<file path="config.mk">
export PLATFORM = sky130hd
export DESIGN_NAME = control_unit
export DESIGN_NICKNAME = d
export VERILOG_FILES = /design/src/logic/ctrl_pkg.sv /design/src/logic/isa_pkg.sv /design/src/logic/control_unit.sv /design/src/logic/b_decoder.sv /design/src/logic/d_decoder.sv /design/src/logic/i_decoder.sv /design/src/logic/r_decoder.sv
export VERILOG_INCLUDE_DIRS = /design/src /design/src/logic
export SDC_FILE = /design/constraint.sdc
export NUM_CORES = 1
export LEC_CHECK = 0
export ABC_AREA = 0
export ABC_CLOCK_PERIOD_IN_PS = 6400
export BUFFER_PORTS_ARGS = -buffer_cell sky130_fd_sc_hd__buf_2
export CAP_MARGIN = 40
export CORE_MARGIN = 1
export CORE_UTILIZATION = 49
export CTS_CLUSTER_SIZE = 20
export DETAILED_ROUTE_END_ITERATION = 16
export PLACE_DENSITY_LB_ADDON = 0.3
export SLEW_MARGIN = 40
export SYNTH_ARGS = -nofsm -noshare
export SYNTH_HDL_FRONTEND = slang
export SYNTH_SLANG_ARGS = --single-unit
</file>
<file path="constraint.sdc">
create_clock -name clk -period 6.4 [get_ports clk]
set_clock_uncertainty 0.1 [all_clocks]
set_input_delay 0 -clock clk [delete_from_list [all_inputs] [get_ports clk]]
set_output_delay 0 -clock clk [all_outputs]
set_load 0.005 [all_outputs]
</file>
<file path="src/logic/cpu_ctrl_macros.svh">
`ifndef CPU_CTRL_MACROS_SVH
`define CPU_CTRL_MACROS_SVH

// Fetched instruction word
`define INSTR_W 32
// Packed control word, 15 fields
`define CW_W 33
// Data bus and constant K
`define DATA_W 64
// Flags from the datapath
`define STATUS_W 5
// Register file address
`define REG_W 5

`endif
</file>
<file path="src/logic/ctrl_pkg.sv">
package ctrl_pkg;

    // Encoding doubles as the next_state field of the control word
    typedef enum logic [1:0] {
        st_fetch = 2'd0,
        st_exec  = 2'd1,
        st_mem   = 2'd2,
        st_halt  = 2'd3
    } state_t;

    // FS[4:2] picks the operation
    // FS[1] inverts operand B, FS[0] inverts operand A
    typedef enum logic [4:0] {
        alu_and = 5'b00000,
        alu_or  = 5'b00100,
        alu_add = 5'b01000,
        alu_sub = 5'b01010,
        alu_xor = 5'b01100,
        alu_lsl = 5'b10000,
        alu_lsr = 5'b10100
    } alu_fn_t;

    // Program counter update
    typedef enum logic [1:0] {
        pc_hold  = 2'd0,
        pc_inc4  = 2'd1,
        pc_add_k = 2'd2,
        pc_load  = 2'd3
    } pc_fn_t;

endpackage

</file>
<file path="src/logic/isa_pkg.sv">
package isa_pkg;

    // Decoder selected for a latched instruction
    typedef enum logic [2:0] {
        fmt_r,
        fmt_i,
        fmt_d,
        fmt_b,
        fmt_illegal
    } format_t;

    // Major opcodes, left aligned in instr[31:21]
    // I format compares the leading 10 bits
    // B and BL compare the leading 6 bits
    // B.cond and CBZ compare the leading 8 bits
    // Unused trailing bits are zero
    typedef enum logic [10:0] {
        op_and    = 11'b10001010000,
        op_orr    = 11'b10101010000,
        op_add    = 11'b10001011000,
        op_adds   = 11'b10101011000,
        op_eor    = 11'b11001010000,
        op_sub    = 11'b11001011000,
        op_subs   = 11'b11101011000,
        op_lsl    = 11'b11010011011,
        op_lsr    = 11'b11010011010,
        op_addi   = 11'b10010001000,
        op_subi   = 11'b11010001000,
        op_ldur   = 11'b11111000010,
        op_stur   = 11'b11111000000,
        op_b      = 11'b00010100000,
        op_bl     = 11'b10010100000,
        op_b_cond = 11'b01010100000,
        op_cbz    = 11'b10110100000
    } opcode_t;

    // B.cond condition field, instr[3:0]
    typedef enum logic [3:0] {
        cond_eq = 4'h0,
        cond_ne = 4'h1,
        cond_ge = 4'ha,
        cond_lt = 4'hb
    } cond_t;

endpackage

</file>
<file path="src/logic/control_unit.sv">
`include "cpu_ctrl_macros.svh"

module control_unit (
    input  logic                 clk,
    input  logic                 rst_n,
    input  logic [`INSTR_W-1:0]  instr,
    input  logic [`STATUS_W-1:0] status,
    output logic [`CW_W-1:0]     cw,
    output logic [`DATA_W-1:0]   k,
    output logic                 ir_load,
    output logic                 halted
);
    import isa_pkg::*;
    import ctrl_pkg::*;

    // RAM onto the bus at PC, PC plus 4, then execute
    localparam logic [`CW_W-1:0] FETCH_CW = {7'b0, 1'b0, 15'b0, 1'b0, 1'b1, 1'b0,
                                             1'b1, pc_inc4, 1'b0, 1'b0, st_exec};
    // Everything off, stay halted
    localparam logic [`CW_W-1:0] HALT_CW = {31'b0, st_halt};

    state_t              state_q;
    logic [`INSTR_W-1:0] ir_q;
    logic [10:0]         op;
    format_t             fmt;
    logic [`CW_W-1:0]    r_cw, i_cw, d_cw, b_cw;
    logic [`DATA_W-1:0]  r_k, i_k, d_k, b_k;

    // Next state is carried in the low bits of cw
    always_ff @(posedge clk) begin
        if (!rst_n) begin
            state_q <= st_fetch;
        end else begin
            state_q <= state_t'(cw[1:0]);
        end
    end

    // Instruction register, loaded in fetch
    always_ff @(posedge clk) begin
        if (ir_load) begin
            ir_q <= instr;
        end
    end

    assign ir_load = rst_n && (state_q == st_fetch);
    assign halted  = (state_q == st_halt);

    // Format from the latched opcode
    assign op = ir_q[31:21];

    always_comb begin
        case (op)
            op_and, op_orr, op_add, op_adds, op_eor,
            op_sub, op_subs, op_lsl, op_lsr: fmt = fmt_r;
            op_ldur, op_stur:                fmt = fmt_d;
            default:                         fmt = fmt_illegal;
        endcase
        // 10-bit immediate opcodes
        if (ir_q[31:22] == 10'(op_addi >> 1) || ir_q[31:22] == 10'(op_subi >> 1)) begin
            fmt = fmt_i;
        end
        // 6-bit and 8-bit branch opcodes
        if (ir_q[31:26] == 6'(op_b >> 5) || ir_q[31:26] == 6'(op_bl >> 5) ||
            ir_q[31:24] == 8'(op_b_cond >> 3) || ir_q[31:24] == 8'(op_cbz >> 3)) begin
            fmt = fmt_b;
        end
    end

    // Format decoders side by side
    r_decoder u_r_decoder (.instr(ir_q), .state(state_q), .cw(r_cw), .k(r_k));
    i_decoder u_i_decoder (.instr(ir_q), .state(state_q), .cw(i_cw), .k(i_k));
    d_decoder u_d_decoder (.instr(ir_q), .state(state_q), .cw(d_cw), .k(d_k));
    b_decoder u_b_decoder (
        .instr  (ir_q),
        .state  (state_q),
        .status (status),
        .cw     (b_cw),
        .k      (b_k)
    );

    // Fetch and halt words local, exec and mem from the decoder
    always_comb begin
        k = '0;
        case (state_q)
            st_fetch: cw = FETCH_CW;
            st_halt:  cw = HALT_CW;
            default: begin
                case (fmt)
                    fmt_r: begin
                        cw = r_cw;
                        k  = r_k;
                    end
                    fmt_i: begin
                        cw = i_cw;
                        k  = i_k;
                    end
                    fmt_d: begin
                        cw = d_cw;
                        k  = d_k;
                    end
                    fmt_b: begin
                        cw = b_cw;
                        k  = b_k;
                    end
                    // Unknown opcode stops the machine
                    default: cw = HALT_CW;
                endcase
            end
        endcase
    end

endmodule

</file>
<file path="src/logic/b_decoder.sv">
`include "cpu_ctrl_macros.svh"

module b_decoder (
    input  logic [`INSTR_W-1:0]  instr,
    input  ctrl_pkg::state_t     state,
    input  logic [`STATUS_W-1:0] status,
    output logic [`CW_W-1:0]     cw,
    output logic [`DATA_W-1:0]   k
);
    import isa_pkg::*;
    import ctrl_pkg::*;

    // Link register for BL
    localparam logic [`REG_W-1:0] LINK_REG = 30;

    logic [25:0]       imm26;
    logic [18:0]       imm19;
    logic [3:0]        cond;
    logic              is_b;
    logic              is_bl;
    logic              is_cbz;
    logic              cond_ok;
    logic              taken;
    pc_fn_t            pc_fs;

    assign imm26 = instr[25:0];
    assign imm19 = instr[23:5];
    assign cond  = instr[3:0];

    // Short opcodes compared on their leading bits
    assign is_b   = (instr[31:26] == 6'(op_b >> 5));
    assign is_bl  = (instr[31:26] == 6'(op_bl >> 5));
    assign is_cbz = (instr[31:24] == 8'(op_cbz >> 3));

    // Flags: Z=0, N=1, C=2, V=3, operand zero=4
    always_comb begin
        if (is_b || is_bl) begin
            cond_ok = 1'b1;
        end else if (is_cbz) begin
            cond_ok = status[4];
        end else begin
            case (cond)
                cond_eq: cond_ok = status[0];
                cond_ne: cond_ok = !status[0];
                cond_lt: cond_ok = (status[1] != status[3]);
                cond_ge: cond_ok = (status[1] == status[3]);
                default: cond_ok = 1'b0;
            endcase
        end
    end

    // PC moves only from the execute cycle
    assign taken = cond_ok && (state == st_exec);
    assign pc_fs = taken ? pc_add_k : pc_hold;

    // BL puts the PC on the bus and writes X30
    assign cw = {1'b0, 1'b0, alu_and, 1'b0, {`REG_W{1'b0}}, {`REG_W{1'b0}},
                 is_bl ? LINK_REG : {`REG_W{1'b0}}, is_bl && taken,
                 1'b0, 1'b0, is_bl, pc_fs, 1'b0, 1'b0, st_fetch};

    // Word offsets, sign extended
    assign k = (is_b || is_bl) ? {{(`DATA_W - 28){imm26[25]}}, imm26, 2'b00}
                               : {{(`DATA_W - 21){imm19[18]}}, imm19, 2'b00};

endmodule

</file>
<file path="src/logic/d_decoder.sv">
`include "cpu_ctrl_macros.svh"

module d_decoder (
    input  logic [`INSTR_W-1:0] instr,
    input  ctrl_pkg::state_t    state,
    output logic [`CW_W-1:0]    cw,
    output logic [`DATA_W-1:0]  k
);
    import isa_pkg::*;
    import ctrl_pkg::*;

    logic [10:0]       op;
    logic [8:0]        offset;
    logic [`REG_W-1:0] rn;
    logic [`REG_W-1:0] rt;
    logic              is_load;

    // Bits 11:10 between the offset and Rn are not decoded
    assign op     = instr[31:21];
    assign offset = instr[20:12];
    assign rn     = instr[9:5];
    assign rt     = instr[4:0];

    assign is_load = (op == op_ldur);

    always_comb begin
        case (state)
            st_mem: begin
                // Address stays on the ALU, K into operand B
                if (is_load) begin
                    // RAM onto the bus, written to Rt
                    cw = {1'b0, 1'b1, alu_add, 1'b0, rn, {`REG_W{1'b0}}, rt, 1'b1,
                          1'b1, 1'b0, 1'b0, pc_hold, 1'b0, 1'b0, st_fetch};
                end else begin
                    // Rt onto the bus, RAM write
                    cw = {1'b0, 1'b1, alu_add, 1'b1, rn, rt, {`REG_W{1'b0}}, 1'b0,
                          1'b0, 1'b1, 1'b0, pc_hold, 1'b0, 1'b0, st_fetch};
                end
            end
            default: begin
                // Address cycle, Rn plus offset
                cw = {1'b0, 1'b1, alu_add, 1'b0, rn, {`REG_W{1'b0}}, {`REG_W{1'b0}},
                      1'b0, 1'b0, 1'b0, 1'b0, pc_hold, 1'b0, 1'b0, st_mem};
            end
        endcase
    end

    // Signed 9-bit byte offset
    assign k = {{(`DATA_W - 9){offset[8]}}, offset};

endmodule

</file>
<file path="src/logic/i_decoder.sv">
`include "cpu_ctrl_macros.svh"

module i_decoder (
    input  logic [`INSTR_W-1:0] instr,
    input  ctrl_pkg::state_t    state,
    output logic [`CW_W-1:0]    cw,
    output logic [`DATA_W-1:0]  k
);
    import isa_pkg::*;
    import ctrl_pkg::*;

    logic [9:0]        op;
    logic [11:0]       imm12;
    logic [`REG_W-1:0] rn;
    logic [`REG_W-1:0] rd;
    alu_fn_t           alu_fs;
    logic              exec;

    assign {op, imm12, rn, rd} = instr;

    // Write back only in the execute cycle
    assign exec = (state == st_exec);

    // SUBI inverts K, anything else adds
    assign alu_fs = (op == 10'(op_subi >> 1)) ? alu_sub : alu_add;

    // Operand B comes from K, so rf_sb stays zero
    // No flag update for the immediate forms
    assign cw = {1'b1, 1'b1, alu_fs, 1'b0, rn, {`REG_W{1'b0}}, rd, exec,
                 1'b0, 1'b0, 1'b0, pc_hold, 1'b0, 1'b0, st_fetch};

    // Unsigned 12-bit immediate
    assign k = {{(`DATA_W - 12){1'b0}}, imm12};

endmodule

</file>
<file path="src/logic/r_decoder.sv">
`include "cpu_ctrl_macros.svh"

module r_decoder (
    input  logic [`INSTR_W-1:0] instr,
    input  ctrl_pkg::state_t    state,
    output logic [`CW_W-1:0]    cw,
    output logic [`DATA_W-1:0]  k
);
    import isa_pkg::*;
    import ctrl_pkg::*;

    logic [10:0]       op;
    logic [`REG_W-1:0] rm;
    logic [5:0]        shamt;
    logic [`REG_W-1:0] rn;
    logic [`REG_W-1:0] rd;
    alu_fn_t           alu_fs;
    logic              exec;
    logic              sets_flags;

    assign {op, rm, shamt, rn, rd} = instr;

    // Register writes only while executing
    assign exec = (state == st_exec);

    // Opcode to ALU function
    always_comb begin
        case (op)
            op_and:          alu_fs = alu_and;
            op_orr:          alu_fs = alu_or;
            op_eor:          alu_fs = alu_xor;
            op_add, op_adds: alu_fs = alu_add;
            op_sub, op_subs: alu_fs = alu_sub;
            op_lsl:          alu_fs = alu_lsl;
            op_lsr:          alu_fs = alu_lsr;
            default:         alu_fs = alu_and;
        endcase
    end

    // Only the S forms update flags
    assign sets_flags = (op == op_adds) || (op == op_subs);

    // ALU drives the bus, operand B from Rm
    assign cw = {1'b1, 1'b0, alu_fs, 1'b0, rn, rm, rd, exec,
                 1'b0, 1'b0, 1'b0, pc_hold, 1'b0, sets_flags && exec, st_fetch};

    // Shift amount for LSL and LSR
    assign k = {{(`DATA_W - 6){1'b0}}, shamt};

endmodule

</file>
==> flow_summary.toml, run 1 <==
[outcome]
status = "finished, final reports clean"

[clocking]
cts_buffers = 5
cts_sinks = 34
postCtsSetupBuffers = 0
clk_latency_ns = 0.29
cts_max_level = 2
clk_path_buf_depth = 2
clk_pin_slew_ns = 0.07
cts_tree = "done"
cts.root.buffer_cell = "clkbuf_8"

[sta]
hold_viol = 0
drv_slew = 0
maxClockFrequency_mhz = 312
worst_pin_slew_ns = 0.708
rsz0062_at_grt = "no"
post-route-period-util_pct = 50.0
setup_viol = 0
relSlewSlack_pct = 52.5
period_minus_slack_ns = 3.20
setup-tns-final_ns = 0

[route]
wl_per_cell_microns = 15.6
via_per_inst = 5.48
drcViolationCount = 0
ant_nets = 0
drt_wl_total_microns = 7300
first_iter_violations = 137
num_vias = 2564
firstDrtPassIters = 4

[layout]
fin_nets = 443
drive_above_1_share_pct = 42.6
fin_cells = 468
stdcell_area_sq_um = 3450
layout_commonest_cell = "buf_2"
final_core_util_pct = 70.6
syn_to_final_growth_pct = 34.9
final_cell_mix = "buf_2, dlygate4sd3_1, edfxtp_1"
antenna_cells = 0

[floorplan]
initial_utilization_pct = 52.4
die_h_microns = 74.2
coreArea_sq_um = 4880
die_area_sq_um = 5510
rows = 25
io_pins = 138
die_w_microns = 74.2

[global_routing]
antenna_found_initial = 0
grt_max_degree = 38
track_usage_pct = 27.1
grt_remaining_overflow = 0
grt_pass1_vias = 2245
grt_pass1_wl_microns = 11100

[synth]
yosysUniqueCellTypes = 45
synth_top_area_share_pct = 37.6
yosys_most_used_dff = "edfxtp_1"
synth_edf_count = 32
syn_area_per_cell_sq_um = 9.33
yosysTopAreaCell = "edfxtp_1"
netlist_instances = 274
synth-seq-cells = 34
synth_area_leaders = "edfxtp_1, buf_4, mux2_2, a21oi_1, nor2_1"
ys_async_sr_fraction_pct = 0
yosys_warnings = 0
yosysSeqAreaShare_pct = 39.2
syn-cell-area_sq_um = 2560

[flow_run]
drv_cap = 0

[power_and_ir_drop]
p_clk_share_pct = 35.9
p_sw_uw = 137
p_int_uw = 418
finalPower_uw = 555
pwr-share-seq_pct = 49.5
ir_worst_vdd_v = 0.000170
combPwrFrac_pct = 14.7
switching_share_pct = 24.7
p_leak_uw = 0.00159
p_per_area_nw_per_um2 = 161

[worst_hold_path]
min_to = "ir_q[28]"
hp-class = "input port to flop"
hold_start = "instr[28]"
whs_path_depth = 2

[place]
place.detailed.hpwl_microns = 4970
gp_congestion = 0.900
dpl.cell_count = 426
port_buffers = 134
placed_area_sq_um = 2990

[critical_path]
reg2reg_from = "ir_q[29]"
required_ns = 6.30
endpoint_kind = "primary output"
r2r_end = "state_q[0]"
r2r_cells = 6
r2r_setup_slack_ns = 4.11
critPathMaxFanout = 37
arrival_ns = 3.10
criticalPathCategory = "flop to primary output"
start_kind = "flop"
[worst max-delay path by stage]
stage	depth (start not counted)	startpoint	to
after detailed placement	8	ir_q[23]	k[56]
after floorplan	6	ir_q[23]	k[28]
after global routing	8	ir_q[23]	k[33]
after CTS	8	ir_q[23]	k[56]
final	8	ir_q[23]	k[36]
after global placement	8	ir_q[23]	k[42]
[power groups by stage]
stage / clock, uW / sequential [uW] / combinational, uW
2_1_floorplan: 0 / 271 / 43.0
3_3_place_gp: 0 / 278 / 63.1
3_5_place_dp: 0 / 279 / 64.5
4_1_cts: 200 / 274 / 80.1
5_1_grt: 206 / 276 / 89.3
6_report: 199 / 274 / 81.3
[synth_stat cells (2+ instances only)]
cell / number
o21ai_0: 10
nand2_1: 13
inv_1: 5
nor3_1: 11
and2_1: 5
nand3_1: 7
a21o_1: 2
a221oi_1: 3
a21oi_1: 28
a22o_1: 5
xnor2_1: 3
mux2_2: 18
a211oi_1: 2
ha_1: 4
dfxtp_1: 2
buf_4: 39
and3_1: 9
clkbuf_1: 10
buf_2: 4
a22oi_1: 8
nand3b_1: 2
edfxtp_1: 32
nor2_1: 30
[kinds of logic after synthesis]
group / after synthesis / share of synthesized area (%)
muxes: 18 / 7.93
other: 1 / 0.147
DFF: 34 / 39.2
buffers and inverters: 60 / 15.0
and+or+nand+nor: 89 / 18.5
AOI/OAI and AO/OA: 64 / 16.0
xor gates and xnor gates: 4 / 1.37
adders and majority gates: 4 / 1.96
[layout make-up]
type,count,area [sq um]
Fill cell,377,1430
Multi-Input combinational cell,181,1180
Timing Repair Buffer,173,1050
Sequential cell,34,1000
Tap cell,67,83.8
Clock buffer,6,72.6
Clock inverter,2,37.5
Inverter,5,18.8
[sequential cells by signal, summed over array words and instances (netlist names)]
name	flops
ir_q	32
state_q	2
[repair_timing]
| item | 4_1_cts | 5_1_grt |
|---|---|---|
| gates resized for setup | 0 | 0 |
| endpoints found under the hold margin | 34 | 0 |
| hold buffers | 33 | 0 |
[per-stage QoR]
stage	hold slack, ns	setup WS (ns)
after floorplan	-0.00113	2.31
after CTS	0.305	3.22
after global routing	0.317	2.95
after global placement	0.0767	3.61
final	0.312	3.20
after detailed placement	0.0781	3.54
[per-layer routing]
layer / track usage, % / vias up / wire [microns]
li1: - / 1206 / -
met1: 35.1 / 1155 / 2840
met2: 45.6 / 186 / 3620
met3: 4.34 / 17 / 679
met4: 10.9 / 0 / 160
met5: 0 / - / 0
[worst max-delay path: stages, from the launching register on]
cell	delay, ns
edfxtp_1	0.50
or4b_1	0.58
nor3_1	0.20
buf_4	0.21
and2_1	0.42
a211oi_1	0.21
nor3_2	0.23
buf_4	0.29
buf_2	0.16
No activity file was read; power rests on OpenSTA's default activity.
==> run 2: changes to the inputs <==
- ABC_CLOCK_PERIOD_IN_PS: 6400 -> 3100
- CORE_UTILIZATION: 49 -> 45
- clock period: 6.4 -> 3.1 ns (I/O delays scaled with it)
==> run 2 against run 1 <==
  * Setup slack lost 3.0 ns
  * Sequential power grew 110%
  * Critical endpoint is now k[21]
  * Highest routed layer unchanged
  * Clock-buffer cell count is the same
  * Core utilization shrank 8.1 points
  * Design area shrank 0.11%
  * Largest cell class unchanged
==> flow_summary.toml, run 2 (same netlist as run 1, synthesis figures left out) <==
[outcome]
status = "finished, final reports clean"

[sta]
drv_slew = 0
maxClockFrequency_mhz = 341
post-route-period-util_pct = 94.7
period_minus_slack_ns = 2.94
setup-tns-final_ns = 0
hold_viol = 0
fin_worst_hold_slack_ns = 0.310
relSlewSlack_pct = 53.4
setup_viol = 0
rsz0062_at_grt = "no"
worst_pin_slew_ns = 0.699

[layout]
final_cell_mix = "buf_2, dlygate4sd3_1, edfxtp_1"
drive_above_1_share_pct = 42.9
layout_commonest_cell = "buf_2"
fin_nets = 445
largest_reg_flops = 32
fillers = 466
top_register = "ir_q"
reg_top3 = "ir_q: 32 flops, state_q: 2 flops"
syn_to_final_growth_pct = 34.7
regArea_sq_um = 1000
multi_input_area_sq_um = 1190
antenna_cells = 0

[critical_path]
r2r_setup_slack_ns = 0.86
crit_slowest_cell = "or4b_1"
endpoint_kind = "primary output"
max_stage_delay_ns = 0.59
critPathMaxFanout = 26
criticalPathCategory = "flop to primary output"
required_ns = 3.00
arrival_ns = 2.84
worstPathCellList = "or4b_1 -> or3_4 -> nand4_4 -> o21ai_4 -> buf_4 -> nor3_1 -> buf_2"
start_kind = "flop"

[floorplan]
die_w_microns = 77.4
initial_utilization_pct = 46.4
die_area_sq_um = 5990
rows = 27
die_h_microns = 77.4
io_pins = 138
coreArea_sq_um = 5510

[power_and_ir_drop]
p_clk_share_pct = 30.2
p_leak_uw = 0.00159
pwr-share-seq_pct = 53.7
switching_share_pct = 26.2
p_per_area_nw_per_um2 = 306
p_int_uw = 778
ir_worst_vdd_v = 0.000266
p_sw_uw = 277
combPwrFrac_pct = 16.0

[clocking]
cts_buffers = 5
post_cts_resized = 0
cts_max_level = 2
clk_pin_slew_ns = 0.07
clk_latency_ns = 0.29
clk_path_buf_depth = 2
cts_hold_buf = 33
cts_tree = "done"
cts_sinks = 34
postCtsSetupBuffers = 0
cts.root.buffer_cell = "clkbuf_8"

[global_routing]
antenna_found_initial = 0
grt_pass1_vias = 2344
grt_max_degree = 38
track_usage_pct = 25.0
grt_pass1_wl_microns = 11400
grt_remaining_overflow = 0

[place]
port_buffers = 134
gp_congestion = 0.871
place.detailed.hpwl_microns = 5050

[route]
first_iter_violations = 152
drcViolationCount = 0
num_vias = 2542
via_per_inst = 5.35
wl_per_cell_microns = 15.4
ant_nets = 0
firstDrtPassIters = 5
drt_wl_total_microns = 7310

[worst_hold_path]
hp-class = "input port to flop"

[flow_run]
drv_cap = 0
==> run 2: worst max-delay path: cells and delay by family, from the launching register on <==
| family | cells | cell delay, ns |
|---|---|---|
| AO/OA/AOI/OAI | 1 | 0.13 |
| buffers and inverters | 2 | 0.44 |
| flip-flops | 1 | 0.50 |
| AND/OR/NAND/NOR | 4 | 1.47 |
==> run 2: cell type report <==
class,count,share of cell area (%)
Clock buffer,6,2.11
Tap cell,72,2.62
Sequential cell,34,29.1
Timing Repair Buffer,175,30.8
Multi-Input combinational cell,181,34.6
Inverter,5,0.545
Clock inverter,2,0.254
==> run 2: metal layers <==
| layer | vias to the layer above | track usage (%) | wire [microns] |
|---|---|---|---|
| li1 | 1210 | - | - |
| met1 | 1168 | 30.3 | 3000 |
| met2 | 150 | 43.4 | 3600 |
| met3 | 14 | 4.82 | 559 |
| met4 | 0 | 10.0 | 151 |
| met5 | - | 0 | 0 |
==> run 2: final timing paths <==
kind	start	endpoint	cells after the start
setup / recovery	ir_q[23]	k[21]	7
hold / removal	instr[14]	ir_q[14]	2
setup reg to reg	ir_q[23]	state_q[0]	5
hold reg to reg	state_q[1]	state_q[1]	3
==> run 2: through the flow <==
stage               setup WS [ns]  power [uW]  util (%)  instances  area [sq um]
floorplan                   0.318         650         -        275          2570
global placement            0.542         709      55.0        434          3030
detailed placement          0.545         711      55.1        434          3030
CTS                         0.231        1050      62.5        475          3440
global route               0.0152        1100      62.5        475          3440
finish                      0.164        1050      62.5        475          3440
==> run 2: power groups by stage <==
stage	sequential [uW]	clock, uW	combinational, uW
after floorplan	561	0	89.2
after global placement	575	0	134
after detailed placement	575	0	136
after CTS	565	321	168
after global routing	569	348	186
final	566	319	169
==> run 3: changes to the inputs <==
- CAP_MARGIN: 40 -> not set
- CORE_UTILIZATION: 45 -> 47
- CTS_BUF_LIST: not set -> sky130_fd_sc_hd__clkbuf_8
==> run 3 against run 2 <==
  * Critical path type unchanged
  * Final cell count fell by 0.63%
  * Critical endpoint unchanged
  * Largest cell class unchanged
  * Design area fell by 0.11%
  * Routed wire length fell by 3.5%
  * Setup slack improved by 0.087 ns
==> flow_summary.toml, run 3 (same netlist as run 1, synthesis figures left out) <==
[outcome]
status = "finished, final reports clean"

[layout]
fin_nets = 444
antenna_cells = 0
regArea_sq_um = 1000
layout_commonest_cell = "buf_2"
reg_top3 = "ir_q: 32 flops, state_q: 2 flops"
multi_input_area_sq_um = 1190
stdcell_area_sq_um = 3440
top_register = "ir_q"
drive_above_1_share_pct = 43.0
fillers = 425
syn_to_final_growth_pct = 34.6
final_core_util_pct = 66.5
largest_reg_flops = 32
final_cell_mix = "buf_2, dlygate4sd3_1, edfxtp_1"

[route]
num_vias = 2508
firstDrtPassIters = 5
ant_nets = 0
first_iter_violations = 173
wl_per_cell_microns = 14.9
drt_wl_total_microns = 7050
via_per_inst = 5.31
drcViolationCount = 0

[floorplan]
die_area_sq_um = 5740
rows = 26
coreArea_sq_um = 5170
die_h_microns = 75.7
die_w_microns = 75.7
io_pins = 138
initial_utilization_pct = 49.4

[critical_path]
required_ns = 3.00
endpoint_kind = "primary output"
arrival_ns = 2.75
start_kind = "flop"
critPathMaxFanout = 27
r2r_cells = 5
criticalPathCategory = "flop to primary output"

[sta]
setup_viol = 0
rsz0062_at_grt = "no"
maxClockFrequency_mhz = 351
relSlewSlack_pct = 53.0
period_minus_slack_ns = 2.85
postLayoutSetupSlackWorst_ns = 0.251
setup-tns-final_ns = 0
hold_viol = 0
post-route-period-util_pct = 91.9
worst_pin_slew_ns = 0.705
drv_slew = 0

[place]
place.detailed.hpwl_microns = 5040
gp_congestion = 0.849
placed_area_sq_um = 3020
port_buffers = 134
place_ws_ns = 0.523

[power_and_ir_drop]
ir_worst_vdd_v = 0.000208
finalPower_uw = 1050
p_leak_uw = 0.00159
p_per_area_nw_per_um2 = 304

[clocking]
clk_pin_slew_ns = 0.07
cts_buffers = 5
cts_tree = "done"
cts_sinks = 34
clk_latency_ns = 0.28
clk_path_buf_depth = 2
cts_max_level = 2
cts.root.buffer_cell = "clkbuf_8"

[worst_hold_path]
whs_path_depth = 2
hp-class = "input port to flop"

[global_routing]
track_usage_pct = 25.2
grt_max_degree = 38
grt_pass1_wl_microns = 10600
grt_pass1_vias = 2197
grt_remaining_overflow = 0
antenna_found_initial = 0

[flow_run]
drv_cap = 0
-- run 3: changes by cell type in the layout (fill, tap and decap cells not counted) --
cell,before,now
buf_6,0,1
inv_1,5,6
nor2_2,0,1
nor2_1,30,29
buf_4,8,6
clkbuf_1,1,0
-- run 3: final timing paths --
check,start,end,slack (ns)
worst max-delay path,ir_q[23],k[21],0.25
worst min-delay path,instr[31],ir_q[31],0.32
worst max register to register,ir_q[23],state_q[0],0.88
worst min register to register,state_q[1],state_q[1],0.65
-- run 3: routing by layer --
layer  up-vias  GRT usage [%]  routed length [microns]
met3        10           5.03                      530
met5         -              0                        0
met4         0           9.67                      117
met1      1116           32.5                     3010
met2       165           41.7                     3400
li1       1217              -                        -
-- run 3: power breakdown --
group          total, uW  internal [uW]  leakage, uW  switching (uW)
Combinational        169           89.0      0.00123            80.3
Sequential           566            534     0.000314            31.6
Clock                311            151    0.0000468             160
-- run 3: timing repair --
action	4_1_cts	5_1_grt
hold endpoints to repair	34	0
buffers inserted	0	0
hold buffers	33	0
endpoints found under the setup margin	0	37
gates resized for setup	0	2
-- run 3: layout make-up --
class	count	area share (%)
Tap cell	70	2.55
Inverter	5	0.546
Clock inverter	3	0.364
Multi-Input combinational cell	181	34.7
Clock buffer	5	2.00
Sequential cell	34	29.1
Timing Repair Buffer	174	30.7
-- run 3: through the flow --
step	instances	hold slack [ns]
CTS	472	0.310
floorplan	275	-0.00113
finish	472	0.319
global route	472	0.318
global placement	431	0.0773
detailed placement	431	0.0781
-- run 3: critical path, cell delays in order, from the launching register on --
cell	delay [ns]
edfxtp_1	0.48
or4b_1	0.59
or3_4	0.46
nand4_4	0.16
o21ai_4	0.13
buf_4	0.27
nor3_1	0.22
buf_2	0.15
